**config.mk**
```make
export PLATFORM = sky130hd
export DESIGN_NAME = queue_manager
export DESIGN_NICKNAME = d
export VERILOG_FILES = /design/src/hdl/qm_pkg.sv /design/src/hdl/table_port_if.sv /design/src/hdl/queue_manager.sv /design/src/hdl/queue_table.sv /design/src/hdl/state_fetcher.sv /design/src/hdl/sync_fifo.sv /design/src/hdl/tail_updater.sv
export SDC_FILE = /design/constraint.sdc
export NUM_CORES = 2
export LEC_CHECK = 0
export ABC_CLOCK_PERIOD_IN_PS = 9300
export BUFFER_PORTS_ARGS = -buffer_cell sky130_fd_sc_hd__clkbuf_2
export CORE_MARGIN = 3
export CORE_UTILIZATION = 40
export CTS_CLUSTER_SIZE = 14
export DETAILED_ROUTE_END_ITERATION = 10
export GPL_TIMING_DRIVEN = 0
export SLEW_MARGIN = 0
export SYNTH_ARGS = -nofsm -noshare
export SYNTH_HDL_FRONTEND = slang
export SYNTH_SLANG_ARGS = --single-unit
```
**constraint.sdc**
```tcl
create_clock -name clk -period 9.3 [get_ports clk]
set_clock_uncertainty 0.2 [all_clocks]
set_input_delay 1.86 -clock clk [delete_from_list [all_inputs] [get_ports clk]]
set_output_delay 1.86 -clock clk [all_outputs]
set_load 0.05 [all_outputs]
```
**src/hdl/qm_pkg.sv**
```systemverilog
package qm_pkg;

    ////////////////////////////////
    // sizes
    ////////////////////////////////

    localparam int NB_QUEUES       = 8;
    localparam int QUEUE_ID_WIDTH  = 3;
    localparam int RB_AWIDTH       = 10;
    localparam int MAX_PKT_SIZE    = 16;
    localparam int PKT_SIZE_WIDTH  = 5;
    localparam int BUF_ADDR_WIDTH  = 64;
    localparam int EXTRA_META_BITS = 8;

    localparam int FETCH_FIFO_DEPTH = 4;
    localparam int OUT_FIFO_DEPTH   = 16;
    // updater stops popping above this output occupancy
    localparam int OUT_ALMOST_FULL  = OUT_FIFO_DEPTH - 4;
    // enough entries to cover every packet that may hold a stale tail
    localparam int TAIL_HISTORY_DEPTH = FETCH_FIFO_DEPTH + 3;

    ////////////////////////////////
    // types
    ////////////////////////////////

    typedef logic [QUEUE_ID_WIDTH-1:0] queue_id_t;
    typedef logic [RB_AWIDTH-1:0]      rb_ptr_t;
    typedef logic [BUF_ADDR_WIDTH-1:0] buf_addr_t;

    typedef struct packed {
        rb_ptr_t   head;
        rb_ptr_t   tail;
        buf_addr_t buf_addr;
    } queue_state_t;

    typedef struct packed {
        logic [PKT_SIZE_WIDTH-1:0]  size;       // in flits
        logic [EXTRA_META_BITS-1:0] meta_extra;
        logic                       pass_through;
    } pkt_meta_t;

    typedef struct packed {
        queue_state_t state;
        queue_id_t    queue;
        pkt_meta_t    meta;
    } fetched_t;

    typedef struct packed {
        queue_state_t               state;
        logic [EXTRA_META_BITS-1:0] meta_extra;
    } out_entry_t;

endpackage

```
**src/hdl/table_port_if.sv**
```systemverilog
`timescale 1ns/1ps

// one port of a queue table
interface table_port_if
    import qm_pkg::*;
#(
    parameter type data_t = logic
);

    queue_id_t addr;
    logic      rd_en;
    logic      wr_en;
    data_t     wr_data;
    // valid two cycles after rd_en, held until the next read
    data_t     rd_data;

    modport owner (
        output addr, rd_en, wr_en, wr_data,
        input  rd_data
    );

    // "table" is a reserved word, hence tbl
    modport tbl (
        input  addr, rd_en, wr_en, wr_data,
        output rd_data
    );

endinterface

```
**src/hdl/queue_manager.sv**
```systemverilog
`timescale 1ns/1ps

module queue_manager
    import qm_pkg::*;
(
    input  logic                       clk,
    input  logic                       rst,

    // packet descriptors in
    input  queue_id_t                  in_queue_id,
    input  logic [PKT_SIZE_WIDTH-1:0]  in_size,
    input  logic [EXTRA_META_BITS-1:0] in_meta_extra,
    input  logic                       in_pass_through,
    input  logic                       in_meta_valid,
    output logic                       in_meta_ready,

    // queue state out
    output rb_ptr_t                    out_head,
    output rb_ptr_t                    out_tail,
    output buf_addr_t                  out_buf_addr,
    output logic [EXTRA_META_BITS-1:0] out_meta_extra,
    output logic                       out_meta_valid,
    input  logic                       out_meta_ready,

    // host writes, only while no packet is in flight
    input  queue_id_t                  cfg_queue,
    input  buf_addr_t                  cfg_data,
    input  logic                       cfg_head_wr,
    input  logic                       cfg_tail_wr,
    input  logic                       cfg_addr_wr,

    input  logic [RB_AWIDTH:0]         rb_size
);

    table_port_if #(.data_t(rb_ptr_t))   tails_a ();
    table_port_if #(.data_t(rb_ptr_t))   tails_b ();
    table_port_if #(.data_t(rb_ptr_t))   heads_a ();
    table_port_if #(.data_t(rb_ptr_t))   heads_b ();
    table_port_if #(.data_t(buf_addr_t)) addrs_a ();
    table_port_if #(.data_t(buf_addr_t)) addrs_b ();

    pkt_meta_t  in_meta;
    fetched_t   fetch_in;
    logic       fetch_in_valid;
    fetched_t   fetch_out;
    logic       fetch_out_valid;
    logic       fetch_out_ready;
    logic [$clog2(FETCH_FIFO_DEPTH+1)-1:0] fetch_occupancy;
    out_entry_t out_in;
    logic       out_in_valid;
    out_entry_t out_data;
    logic [$clog2(OUT_FIFO_DEPTH+1)-1:0]   out_occupancy;
    logic       tail_wr;
    queue_id_t  tail_wr_queue;
    rb_ptr_t    tail_wr_value;

    assign in_meta.size         = in_size;
    assign in_meta.meta_extra   = in_meta_extra;
    assign in_meta.pass_through = in_pass_through;

    assign out_head       = out_data.state.head;
    assign out_tail       = out_data.state.tail;
    assign out_buf_addr   = out_data.state.buf_addr;
    assign out_meta_extra = out_data.meta_extra;

    ////////////////////////////////
    // host side of the tables
    ////////////////////////////////

    assign tails_b.addr    = cfg_queue;
    assign tails_b.rd_en   = 1'b0;
    assign tails_b.wr_en   = cfg_tail_wr;
    assign tails_b.wr_data = rb_ptr_t'(cfg_data);
    assign heads_b.addr    = cfg_queue;
    assign heads_b.rd_en   = 1'b0;
    assign heads_b.wr_en   = cfg_head_wr;
    assign heads_b.wr_data = rb_ptr_t'(cfg_data);
    assign addrs_b.addr    = cfg_queue;
    assign addrs_b.rd_en   = 1'b0;
    assign addrs_b.wr_en   = cfg_addr_wr;
    assign addrs_b.wr_data = cfg_data;

    queue_table #(.data_t(rb_ptr_t)) i_tails (
        .clk(clk), .port_a(tails_a), .port_b(tails_b)
    );
    queue_table #(.data_t(rb_ptr_t)) i_heads (
        .clk(clk), .port_a(heads_a), .port_b(heads_b)
    );
    queue_table #(.data_t(buf_addr_t)) i_addrs (
        .clk(clk), .port_a(addrs_a), .port_b(addrs_b)
    );

    ////////////////////////////////
    // pipeline
    ////////////////////////////////

    state_fetcher i_fetcher (
        .clk(clk), .rst(rst),
        .in_queue_id(in_queue_id), .in_meta(in_meta),
        .in_meta_valid(in_meta_valid), .in_meta_ready(in_meta_ready),
        .tails_a(tails_a), .heads_a(heads_a), .addrs_a(addrs_a),
        .tail_wr(tail_wr), .tail_wr_queue(tail_wr_queue), .tail_wr_value(tail_wr_value),
        .fetch_occupancy(fetch_occupancy),
        .fetched(fetch_in), .fetched_valid(fetch_in_valid)
    );

    // space is guaranteed by the fetcher, so in_ready is not needed
    sync_fifo #(.item_t(fetched_t), .DEPTH(FETCH_FIFO_DEPTH)) i_fetch_fifo (
        .clk(clk), .rst(rst),
        .in_data(fetch_in), .in_valid(fetch_in_valid), .in_ready(),
        .out_data(fetch_out), .out_valid(fetch_out_valid), .out_ready(fetch_out_ready),
        .occupancy(fetch_occupancy)
    );

    tail_updater i_updater (
        .clk(clk), .rst(rst), .rb_size(rb_size),
        .fetched(fetch_out), .fetched_valid(fetch_out_valid),
        .fetched_ready(fetch_out_ready), .out_occupancy(out_occupancy),
        .out_entry(out_in), .out_entry_valid(out_in_valid),
        .tail_wr(tail_wr), .tail_wr_queue(tail_wr_queue), .tail_wr_value(tail_wr_value)
    );

    sync_fifo #(.item_t(out_entry_t), .DEPTH(OUT_FIFO_DEPTH)) i_out_fifo (
        .clk(clk), .rst(rst),
        .in_data(out_in), .in_valid(out_in_valid), .in_ready(),
        .out_data(out_data), .out_valid(out_meta_valid), .out_ready(out_meta_ready),
        .occupancy(out_occupancy)
    );

endmodule

```
**src/hdl/queue_table.sv**
```systemverilog
`timescale 1ns/1ps

module queue_table
    import qm_pkg::*;
#(
    parameter type data_t = logic
)(
    input logic       clk,
    table_port_if.tbl port_a,
    table_port_if.tbl port_b
);

    data_t mem [NB_QUEUES];

    data_t a_data_q;
    data_t b_data_q;
    logic  a_rd_q;
    logic  b_rd_q;

    // port b is written last, so it wins on a same-address clash
    always_ff @(posedge clk) begin
        if (port_a.wr_en) begin
            mem[port_a.addr] <= port_a.wr_data;
        end
        if (port_b.wr_en) begin
            mem[port_b.addr] <= port_b.wr_data;
        end
    end

    // two register stages per read port
    always_ff @(posedge clk) begin
        a_rd_q <= port_a.rd_en;
        b_rd_q <= port_b.rd_en;
        if (port_a.rd_en) begin
            a_data_q <= mem[port_a.addr];
        end
        if (port_b.rd_en) begin
            b_data_q <= mem[port_b.addr];
        end
        if (a_rd_q) begin
            port_a.rd_data <= a_data_q;
        end
        if (b_rd_q) begin
            port_b.rd_data <= b_data_q;
        end
    end

endmodule

```
**src/hdl/state_fetcher.sv**
```systemverilog
`timescale 1ns/1ps

module state_fetcher
    import qm_pkg::*;
(
    input  logic      clk,
    input  logic      rst,

    input  queue_id_t in_queue_id,
    input  pkt_meta_t in_meta,
    input  logic      in_meta_valid,
    output logic      in_meta_ready,

    table_port_if.owner tails_a,
    table_port_if.owner heads_a,
    table_port_if.owner addrs_a,

    input  logic      tail_wr,
    input  queue_id_t tail_wr_queue,
    input  rb_ptr_t   tail_wr_value,

    input  logic [$clog2(FETCH_FIFO_DEPTH+1)-1:0] fetch_occupancy,

    output fetched_t  fetched,
    output logic      fetched_valid
);

    logic      accept;
    logic      valid_q [2];
    queue_id_t queue_q [2];
    pkt_meta_t meta_q  [2];

    // leave room for everything still in the read pipeline
    assign in_meta_ready = !tail_wr && (fetch_occupancy < FETCH_FIFO_DEPTH - 3);
    assign accept        = in_meta_valid && in_meta_ready;

    ////////////////////////////////
    // table port a
    ////////////////////////////////

    // the id is presented while accepting, the table samples it on the next edge.
    // a tail write owns the tails port, input is held off in that cycle
    assign tails_a.addr    = tail_wr ? tail_wr_queue : in_queue_id;
    assign tails_a.rd_en   = accept;
    assign tails_a.wr_en   = tail_wr;
    assign tails_a.wr_data = tail_wr_value;

    assign heads_a.addr    = in_queue_id;
    assign heads_a.rd_en   = accept;
    assign heads_a.wr_en   = 1'b0;
    assign heads_a.wr_data = '0;

    assign addrs_a.addr    = in_queue_id;
    assign addrs_a.rd_en   = accept;
    assign addrs_a.wr_en   = 1'b0;
    assign addrs_a.wr_data = '0;

    ////////////////////////////////
    // metadata delay
    ////////////////////////////////

    always_ff @(posedge clk) begin
        queue_q[0] <= in_queue_id;
        meta_q[0]  <= in_meta;
        queue_q[1] <= queue_q[0];
        meta_q[1]  <= meta_q[0];
        // read data is valid while valid_q[1] is high
        if (valid_q[1]) begin
            fetched.state.head     <= heads_a.rd_data;
            fetched.state.tail     <= tails_a.rd_data;
            fetched.state.buf_addr <= addrs_a.rd_data;
            fetched.queue          <= queue_q[1];
            fetched.meta           <= meta_q[1];
        end
    end

    always_ff @(posedge clk) begin
        if (rst) begin
            valid_q[0]    <= 1'b0;
            valid_q[1]    <= 1'b0;
            fetched_valid <= 1'b0;
        end else begin
            valid_q[0]    <= accept;
            valid_q[1]    <= valid_q[0];
            fetched_valid <= valid_q[1];
        end
    end

endmodule

```
**src/hdl/sync_fifo.sv**
```systemverilog
`timescale 1ns/1ps

module sync_fifo #(
    parameter type item_t = logic,
    parameter int  DEPTH  = 4
)(
    input  logic                       clk,
    input  logic                       rst,
    input  item_t                      in_data,
    input  logic                       in_valid,
    output logic                       in_ready,
    output item_t                      out_data,
    output logic                       out_valid,
    input  logic                       out_ready,
    output logic [$clog2(DEPTH+1)-1:0] occupancy
);

    localparam int PTR_WIDTH = $clog2(DEPTH);

    item_t mem [DEPTH];

    logic [PTR_WIDTH-1:0] wr_ptr;
    logic [PTR_WIDTH-1:0] rd_ptr;
    logic                 push;
    logic                 pop;

    assign in_ready  = occupancy < DEPTH;
    assign out_valid = occupancy != 0;
    assign out_data  = mem[rd_ptr];

    assign push = in_valid && in_ready;
    assign pop  = out_valid && out_ready;

    always_ff @(posedge clk) begin
        if (push) begin
            mem[wr_ptr] <= in_data;
        end
    end

    ////////////////////////////////
    // pointers and count
    ////////////////////////////////

    always_ff @(posedge clk) begin
        if (rst) begin
            wr_ptr    <= '0;
            rd_ptr    <= '0;
            occupancy <= '0;
        end else begin
            // pointers wrap on their own, depth is a power of two
            if (push) begin
                wr_ptr <= wr_ptr + 1'b1;
            end
            if (pop) begin
                rd_ptr <= rd_ptr + 1'b1;
            end
            if (push && !pop) begin
                occupancy <= occupancy + 1'b1;
            end else if (pop && !push) begin
                occupancy <= occupancy - 1'b1;
            end
        end
    end

endmodule

```
**src/hdl/tail_updater.sv**
```systemverilog
`timescale 1ns/1ps

module tail_updater
    import qm_pkg::*;
(
    input  logic                 clk,
    input  logic                 rst,

    input  logic [RB_AWIDTH:0]   rb_size,

    input  fetched_t             fetched,
    input  logic                 fetched_valid,
    output logic                 fetched_ready,

    input  logic [$clog2(OUT_FIFO_DEPTH+1)-1:0] out_occupancy,

    output out_entry_t           out_entry,
    output logic                 out_entry_valid,

    output logic                 tail_wr,
    output queue_id_t            tail_wr_queue,
    output rb_ptr_t              tail_wr_value
);

    rb_ptr_t rb_mask;

    // index 0 is the newest update
    logic [TAIL_HISTORY_DEPTH-1:0] hist_valid;
    queue_id_t                     hist_queue [TAIL_HISTORY_DEPTH];
    rb_ptr_t                       hist_tail  [TAIL_HISTORY_DEPTH];

    logic    pop;
    rb_ptr_t fwd_tail;
    rb_ptr_t adv_tail;
    rb_ptr_t new_tail;

    assign fetched_ready = out_occupancy <= OUT_ALMOST_FULL;
    assign pop           = fetched_valid && fetched_ready;

    always_ff @(posedge clk) begin
        rb_mask <= rb_ptr_t'(rb_size - 1'b1);
    end

    ////////////////////////////////
    // tail forwarding
    ////////////////////////////////

    // walk from oldest to newest so the newest match wins
    always_comb begin
        fwd_tail = fetched.state.tail;
        for (int i = TAIL_HISTORY_DEPTH - 1; i >= 0; i--) begin
            if (hist_valid[i] && hist_queue[i] == fetched.queue) begin
                fwd_tail = hist_tail[i];
            end
        end
    end

    assign adv_tail = (fwd_tail + rb_ptr_t'(fetched.meta.size)) & rb_mask;
    // pass-through keeps the tail where it is
    assign new_tail = fetched.meta.pass_through ? fwd_tail : adv_tail;

    ////////////////////////////////
    // outputs and history
    ////////////////////////////////

    always_ff @(posedge clk) begin
        if (pop) begin
            out_entry.state.head     <= fetched.state.head;
            out_entry.state.tail     <= fwd_tail;
            out_entry.state.buf_addr <= fetched.state.buf_addr;
            out_entry.meta_extra     <= fetched.meta.meta_extra;
            tail_wr_queue            <= fetched.queue;
            tail_wr_value            <= new_tail;
            hist_queue[0]            <= fetched.queue;
            hist_tail[0]             <= new_tail;
            for (int i = 1; i < TAIL_HISTORY_DEPTH; i++) begin
                hist_queue[i] <= hist_queue[i-1];
                hist_tail[i]  <= hist_tail[i-1];
            end
        end
    end

    always_ff @(posedge clk) begin
        if (rst) begin
            out_entry_valid <= 1'b0;
            tail_wr         <= 1'b0;
            hist_valid      <= '0;
        end else begin
            out_entry_valid <= pop;
            tail_wr         <= pop && !fetched.meta.pass_through;
            if (pop) begin
                hist_valid <= {hist_valid[TAIL_HISTORY_DEPTH-2:0], 1'b1};
            end
        end
    end

endmodule

```
## Yosys cells after proc, flatten, opt, wreduce, memory -nomap -nowiden

Memories as Yosys holds them, arrays and structs flattened. A register that Yosys moved wholly into a read port is not among the register bits.
Index checks and enable logic that the tools add are counted.

| cells by class | value |
|---|---|
| reduce and logical (&&, ||, !) cells | 28 |
| equal/unequal tests | 7 |
| add/subtract/negate cells | 10 |
| bitwise gates (word level) | 3 |
| mux-type cells | 36 |
| $lt $le $gt $ge | 4 |

Operator list:

| operator | number |
|---|---|
| 2-to-1 mux 10 bit | 8 |
| == test 3 bit | 7 |
| 2-to-1 mux 1 bit | 19 |
| logical AND 1 bit | 18 |
| adder 10 x 5 -> 10 bit | 1 |
| bitwise AND 10 bit | 1 |
| 2-to-1 mux 5 bit | 2 |
| subtractor 10 x 1 -> 10 bit, second input constant | 1 |
| 2-to-1 mux 3 bit | 3 |
| adder 4 x 1 -> 4 bit, second input constant | 2 |
| 2-to-1 mux 4 bit | 2 |
| logical NOT 1 bit | 6 |
| adder 5 x 1 -> 5 bit, second input constant | 1 |
| less-or-equal comparator 5 x 4 -> 1 bit, second input constant | 1 |
| less-than comparator 5 bit, second input constant | 1 |
| nonzero test 5 bit | 1 |
| subtractor 5 x 1 -> 5 bit, second input constant | 1 |
| adder 2 x 1 -> 2 bit, second input constant | 2 |
| 2-to-1 mux 2 bit | 2 |
| nonzero test 2 bit | 2 |
| adder 3 x 1 -> 3 bit, second input constant | 1 |
| less-than comparator 3 x 1 -> 1 bit, second input constant | 1 |
| less-than comparator 3 bit, second input constant | 1 |
| nonzero test 3 bit | 1 |
| 2 further kinds | 3 |

| storage, ports and cells | value |
|---|---|
| logic and storage cells | 122 |
| memories | 10 |
| register bits | 314 |
| bits in writable memories | 2675 |

Memory list:

| memory | depth | bits a word | rd ports | clocked after Yosys merged registers in | write ports | line | source |
|---|---|---|---|---|---|---|---|
| i_out_fifo.mem | 16 | 92 | 1 | 1 | 1 | sync_fifo.sv:20 | `item_t mem [DEPTH];` |
| i_addrs.mem | 8 | 64 | 1 | 1 | 1 | queue_table.sv:13 | `data_t mem [NB_QUEUES];` |
| i_fetch_fifo.mem | 4 | 101 | 1 | 1 | 1 | sync_fifo.sv:20 |  |
| i_heads.mem | 8 | 10 | 1 | 1 | 1 | queue_table.sv:13 |  |
| i_tails.mem | 8 | 10 | 1 | 1 | 2 | queue_table.sv:13 |  |
| i_updater.hist_tail | 7 | 10 | 7 | 0 | 7 | tail_updater.sv:30 | `rb_ptr_t hist_tail [TAIL_HISTORY_DEPTH];` |
| +4 memories | -- | -- | -- | -- | -- | -- |  |

## Longest topological paths before layout

An unclocked memory read counts as a cell.

| logic depth | value |
|---|---|
| word-level depth | 13 |
| mapped depth | 20 |

## Cells and area by module

From an unflattened synthesis, not the netlist that was laid out.

| unflattened totals | value |
|---|---|
| cells, all modules | 6193 |
| area, all modules | 132349.4 µm² |

By module, submodules not included:

| module | times used | area an instance (µm²) | sequential area each (µm²) | cells each |
|---|---|---|---|---|
| sync_fifo (i_out_fifo) | 1 | 55776.0 | 44542.7 | 2348 |
| queue_table (i_addrs) | 1 | 37145.6 | 23102.2 | 1883 |
| sync_fifo (i_fetch_fifo) | 1 | 15023.2 | 12311.8 | 573 |
| tail_updater | 1 | 7716.2 | 5875.6 | 486 |
| queue_table (i_heads) | 1 | 6120.9 | 3643.5 | 352 |
| queue_table (i_tails) | 1 | 5998.3 | 3643.5 | 308 |
| state_fetcher | 1 | 4565.6 | 3773.6 | 242 |
| queue_manager | 1 | 3.8 | 0.0 | 1 |

## Worst setup path after synthesis

Ideal clock, no wire load.

| timing path | value |
|---|---|
| path type | register to register |
| start point | register i_out_fifo.occupancy[4] |
| end point | memory i_out_fifo.mem[3][0] in the netlist's numbering (enable) |
| stages on the path, launching flop included | 5 |
| buffers on the path | 1 |
| clock period less this slack | 7.953 ns |
| arrival | 7.098 ns |
| setup slack | 1.347 ns |
| cells stage by stage | dfxtp_1 > nor2b_1 > clkbuf_1 > nand2_1 > nor3_1 |

| on the way | value |
|---|---|
| cells in the longest elaborated chain, start to end | 4 |

Ends and longest elaborated chain:

| item | line | source |
|---|---|---|
| from (decl) | sync_fifo.sv:15 | `output logic [$clog2(DEPTH+1)-1:0] occupancy` |
| from (signal assigned) | sync_fifo.sv:58 | `occupancy <= occupancy + 1'b1;` |
| from (signal assigned) | sync_fifo.sv:60 | `occupancy <= occupancy - 1'b1;` |
| less-than comparator 5 bit | sync_fifo.sv:27 | `assign in_ready = occupancy < DEPTH;` |
| logical AND 1 bit | sync_fifo.sv:31 | `assign push = in_valid && in_ready;` |
| net i_out_fifo.push | sync_fifo.sv:24 | `logic push;` |
| 2-to-1 mux 1 bit | sync_fifo.sv:35 | `if (push) begin` |
| 2-to-1 mux 1 bit (implied by the code) | sync_fifo.sv:36 | `mem[wr_ptr] <= in_data;` |
| to (decl) | sync_fifo.sv:20 |  |

The timed path passes the listed nets, and every way through them passes these cells.

==> metrics <==
Via density=5.37; IO Pins=196; FFs w/ async S/R, synth=0%; routed length per instance=27.3 um; RSZ-0062 raised after global routing=no; synthesis-to-finish area growth=15.5%; Post-CTS Resized=0; HP Start=i_fetcher.queue_q[0][0]$_DFF_P_; CTS tree=built; Root Buffer Master=clkbuf_16; Slowest-stage cell, CP=clkbuf_1; Overall Global Routing Usage=17.3%; EDFF count, synth=3000; dominant synthesized flop cell=edfxtp_1; post-route ant nets=0; Max-Cap Viols=0; RR Endpoint=i_updater.hist_tail[0][9]$_DFFE_PP_; reg2reg path depth=17; dpl hpwl=164000 um; Synth cell types=69; CTS clk-pin slew, worst paths=60 ps; Setup WS pre-CTS=2690 ps; Routed WL=254000 um; max frequency=0.137 GHz; Vias=50066; Syn Nets=4839; Syn Inst Count=4712; die height=539 um; synthesized area per cell=24.2 um^2; Worst-Margin Slew=1330 ps; final hold slack=121 ps; placed inst area=122000 um^2; Fin. Hold Viols=0; power density of the placed cells=288 nW/um^2; die area=291000 um^2; Bufs on Longest Clock Path=4; Synth area leader=edfxtp_1; first-pass GRT wire length=368000 um; Tmin final=7300 ps; DR WL met2=126000 um; final core utilization=46.5%; met1 wire length=107000 um; most common cell after layout, fill and taps aside=edfxtp_1; CP Class=flop to output pin; P_leak=40.8 nW; Final Instance Area=131000 um^2; H-tree levels=5; CTS Sinks=3083; DRC=0; Post-CTS Hold Fix Bufs=0; final setup violating endpoints=0; Cell Chain, Critical Path=clkbuf_1, clkbuf_1, clkbuf_1, mux4_2, mux4_2, clkbuf_2; # Post-CTS Setup Buffers=0; fin crit share=78.5%; worst setup path end=out_tail[3]; met3 WL post-DR=15800 um; yosys warns=0; largest net degree at the start of global routing=111; CP max FO=10; most frequent cells in the layout=edfxtp_1 (3000), mux4_2 (706), clkbuf_16 (309), clkbuf_1 (200), clkbuf_2 (195); layout cells sized above 1=29.9%; Rel. slew slack=11.5%; Most common cell on crit path=clkbuf_1; number of port buffers=193; area fraction of the dominant cell type after synthesis=79.1%; CP required=7240 ps; via count of the first global-routing pass=51850; CP endpoint kind=output pin; Starting Density=40.2%; Synth area leaders=edfxtp_1 (79%), mux4_2 (14%), mux2_2 (1.5%), dfxtp_1 (1.5%), clkbuf_1 (0.46%); Clk Latency, worst-skew pair=840 ps; die width=539 um; Slew Viols, Final=0; std cell rows=195; worst hold path class=flop to flop; CP max stage delay=1010 ps; WP data arrival=5240 ps; Max Used Layer=met5; flops & latches, synth=3083; Peak VDD IR=0.000252 V; Post-Syn Area=114000 um^2; 1st-iter DRT viols=5128; Final nets=5479; DR pass1 iterations=5; sequential area share after synthesis=80.6%; GPL Wtd Cong=0.764; core area=283000 um^2; status=completed; Pwr Total=37.9 mW; R2R setup slack=3620 ps; Num CTS Buffers=302; GRT overflow=0; Startpoint Class=flop; initial antenna violation count=53; Final WS setup=2000 ps
[stage by stage]
step / TNS (ps) / std cells
after global placement: -4819910 / 8648
after CTS: 0 / 9300
after global routing: 0 / 9301
after floorplan: 0 / 4712
after detailed placement: 0 / 8791
final: 0 / 9316
[worst max-delay path, delay by kind of cell, from the launching register on]
| family | cells | cell delay, ps |
|---|---|---|
| buf+inv | 4 | 2860 |
| mux | 2 | 1240 |
| flops | 1 | 300 |
[kinds of logic (layout without fill, tap and decap cells)]
logic type,Yosys count,in the layout,share of synthesized area (%)
xor+xnor,46,46,0.479
compound gates,119,119,0.712
simple gates,322,322,1.31
buf+inv,232,1077,0.815
mux,885,885,15.8
flops,3083,3083,80.6
fa+ha+maj,25,25,0.288
other cells,0,16,0
[synthesized netlist by cell type, types with 8 or more instances]
cell type	n
edfxtp_1	3000
mux4_2	706
mux2_2	155
clkbuf_1	140
nand2_1	123
dfxtp_1	83
nor2_1	78
buf_1	59
nand3_1	51
a21oi_1	26
o21ai_0	24
ha_1	23
inv_1	22
mux2i_1	19
xnor2_1	17
xor2_1	16
nor3_1	10
a21o_1	9
nand4_1	9
xnor2_2	9
nand2b_1	8
[layer usage]
| layer | global-route usage (%) | vias to the layer above |
|---|---|---|
| met5 | 0 | - |
| met4 | 4.09 | 48 |
| met3 | 3.59 | 370 |
| met2 | 28.6 | 1435 |
| met1 | 23.7 | 26930 |
| li1 | - | 21283 |
[registers in the layout, summed over array words and instances (netlist names), 70 cells and up, named ones only]
name / cells
i_updater.out_entry: 92
i_fetch_fifo.mem: 404
i_heads.mem: 80
i_out_fifo.mem: 1472
i_fetcher.fetched: 101
i_updater.hist_tail: 70
i_tails.mem: 80
i_addrs.mem: 512
[cell type report]
class,count,area (um^2)
fill,22844,151000
sequential,3083,91800
multi-input combinational,1397,21300
clock buffer,377,8050
tap,3743,4680
timing repair buffer,336,3550
clock inverter,132,1090
buffer,209,842
inverter,23,93.8
antenna,16,40.0
[worst min-delay path by stage]
stage | end | slack, ps | depth (start not counted)
detailed placement | i_fetcher.meta_q[1][1]$_DFF_P_ | 110 | 0
CTS | i_fetcher.queue_q[1][0]$_DFF_P_ | 120 | 0
global placement | i_fetcher.queue_q[1][1]$_DFF_P_ | 110 | 0
global route | i_fetcher.queue_q[1][0]$_DFF_P_ | 120 | 0
floorplan | i_fetcher.meta_q[1][0]$_DFF_P_ | 110 | 0
finish | i_fetcher.queue_q[1][0]$_DFF_P_ | 120 | 0
[power by group]
group / total (mW) / switching [mW] / internal (mW)
Clock: 11.5 / 4.89 / 6.58
Sequential: 19.2 / 1.31 / 17.9
Combinational: 7.22 / 4.46 / 2.76
Total: 37.9 / 10.7 / 27.2
(Power assumes the default switching activity.)
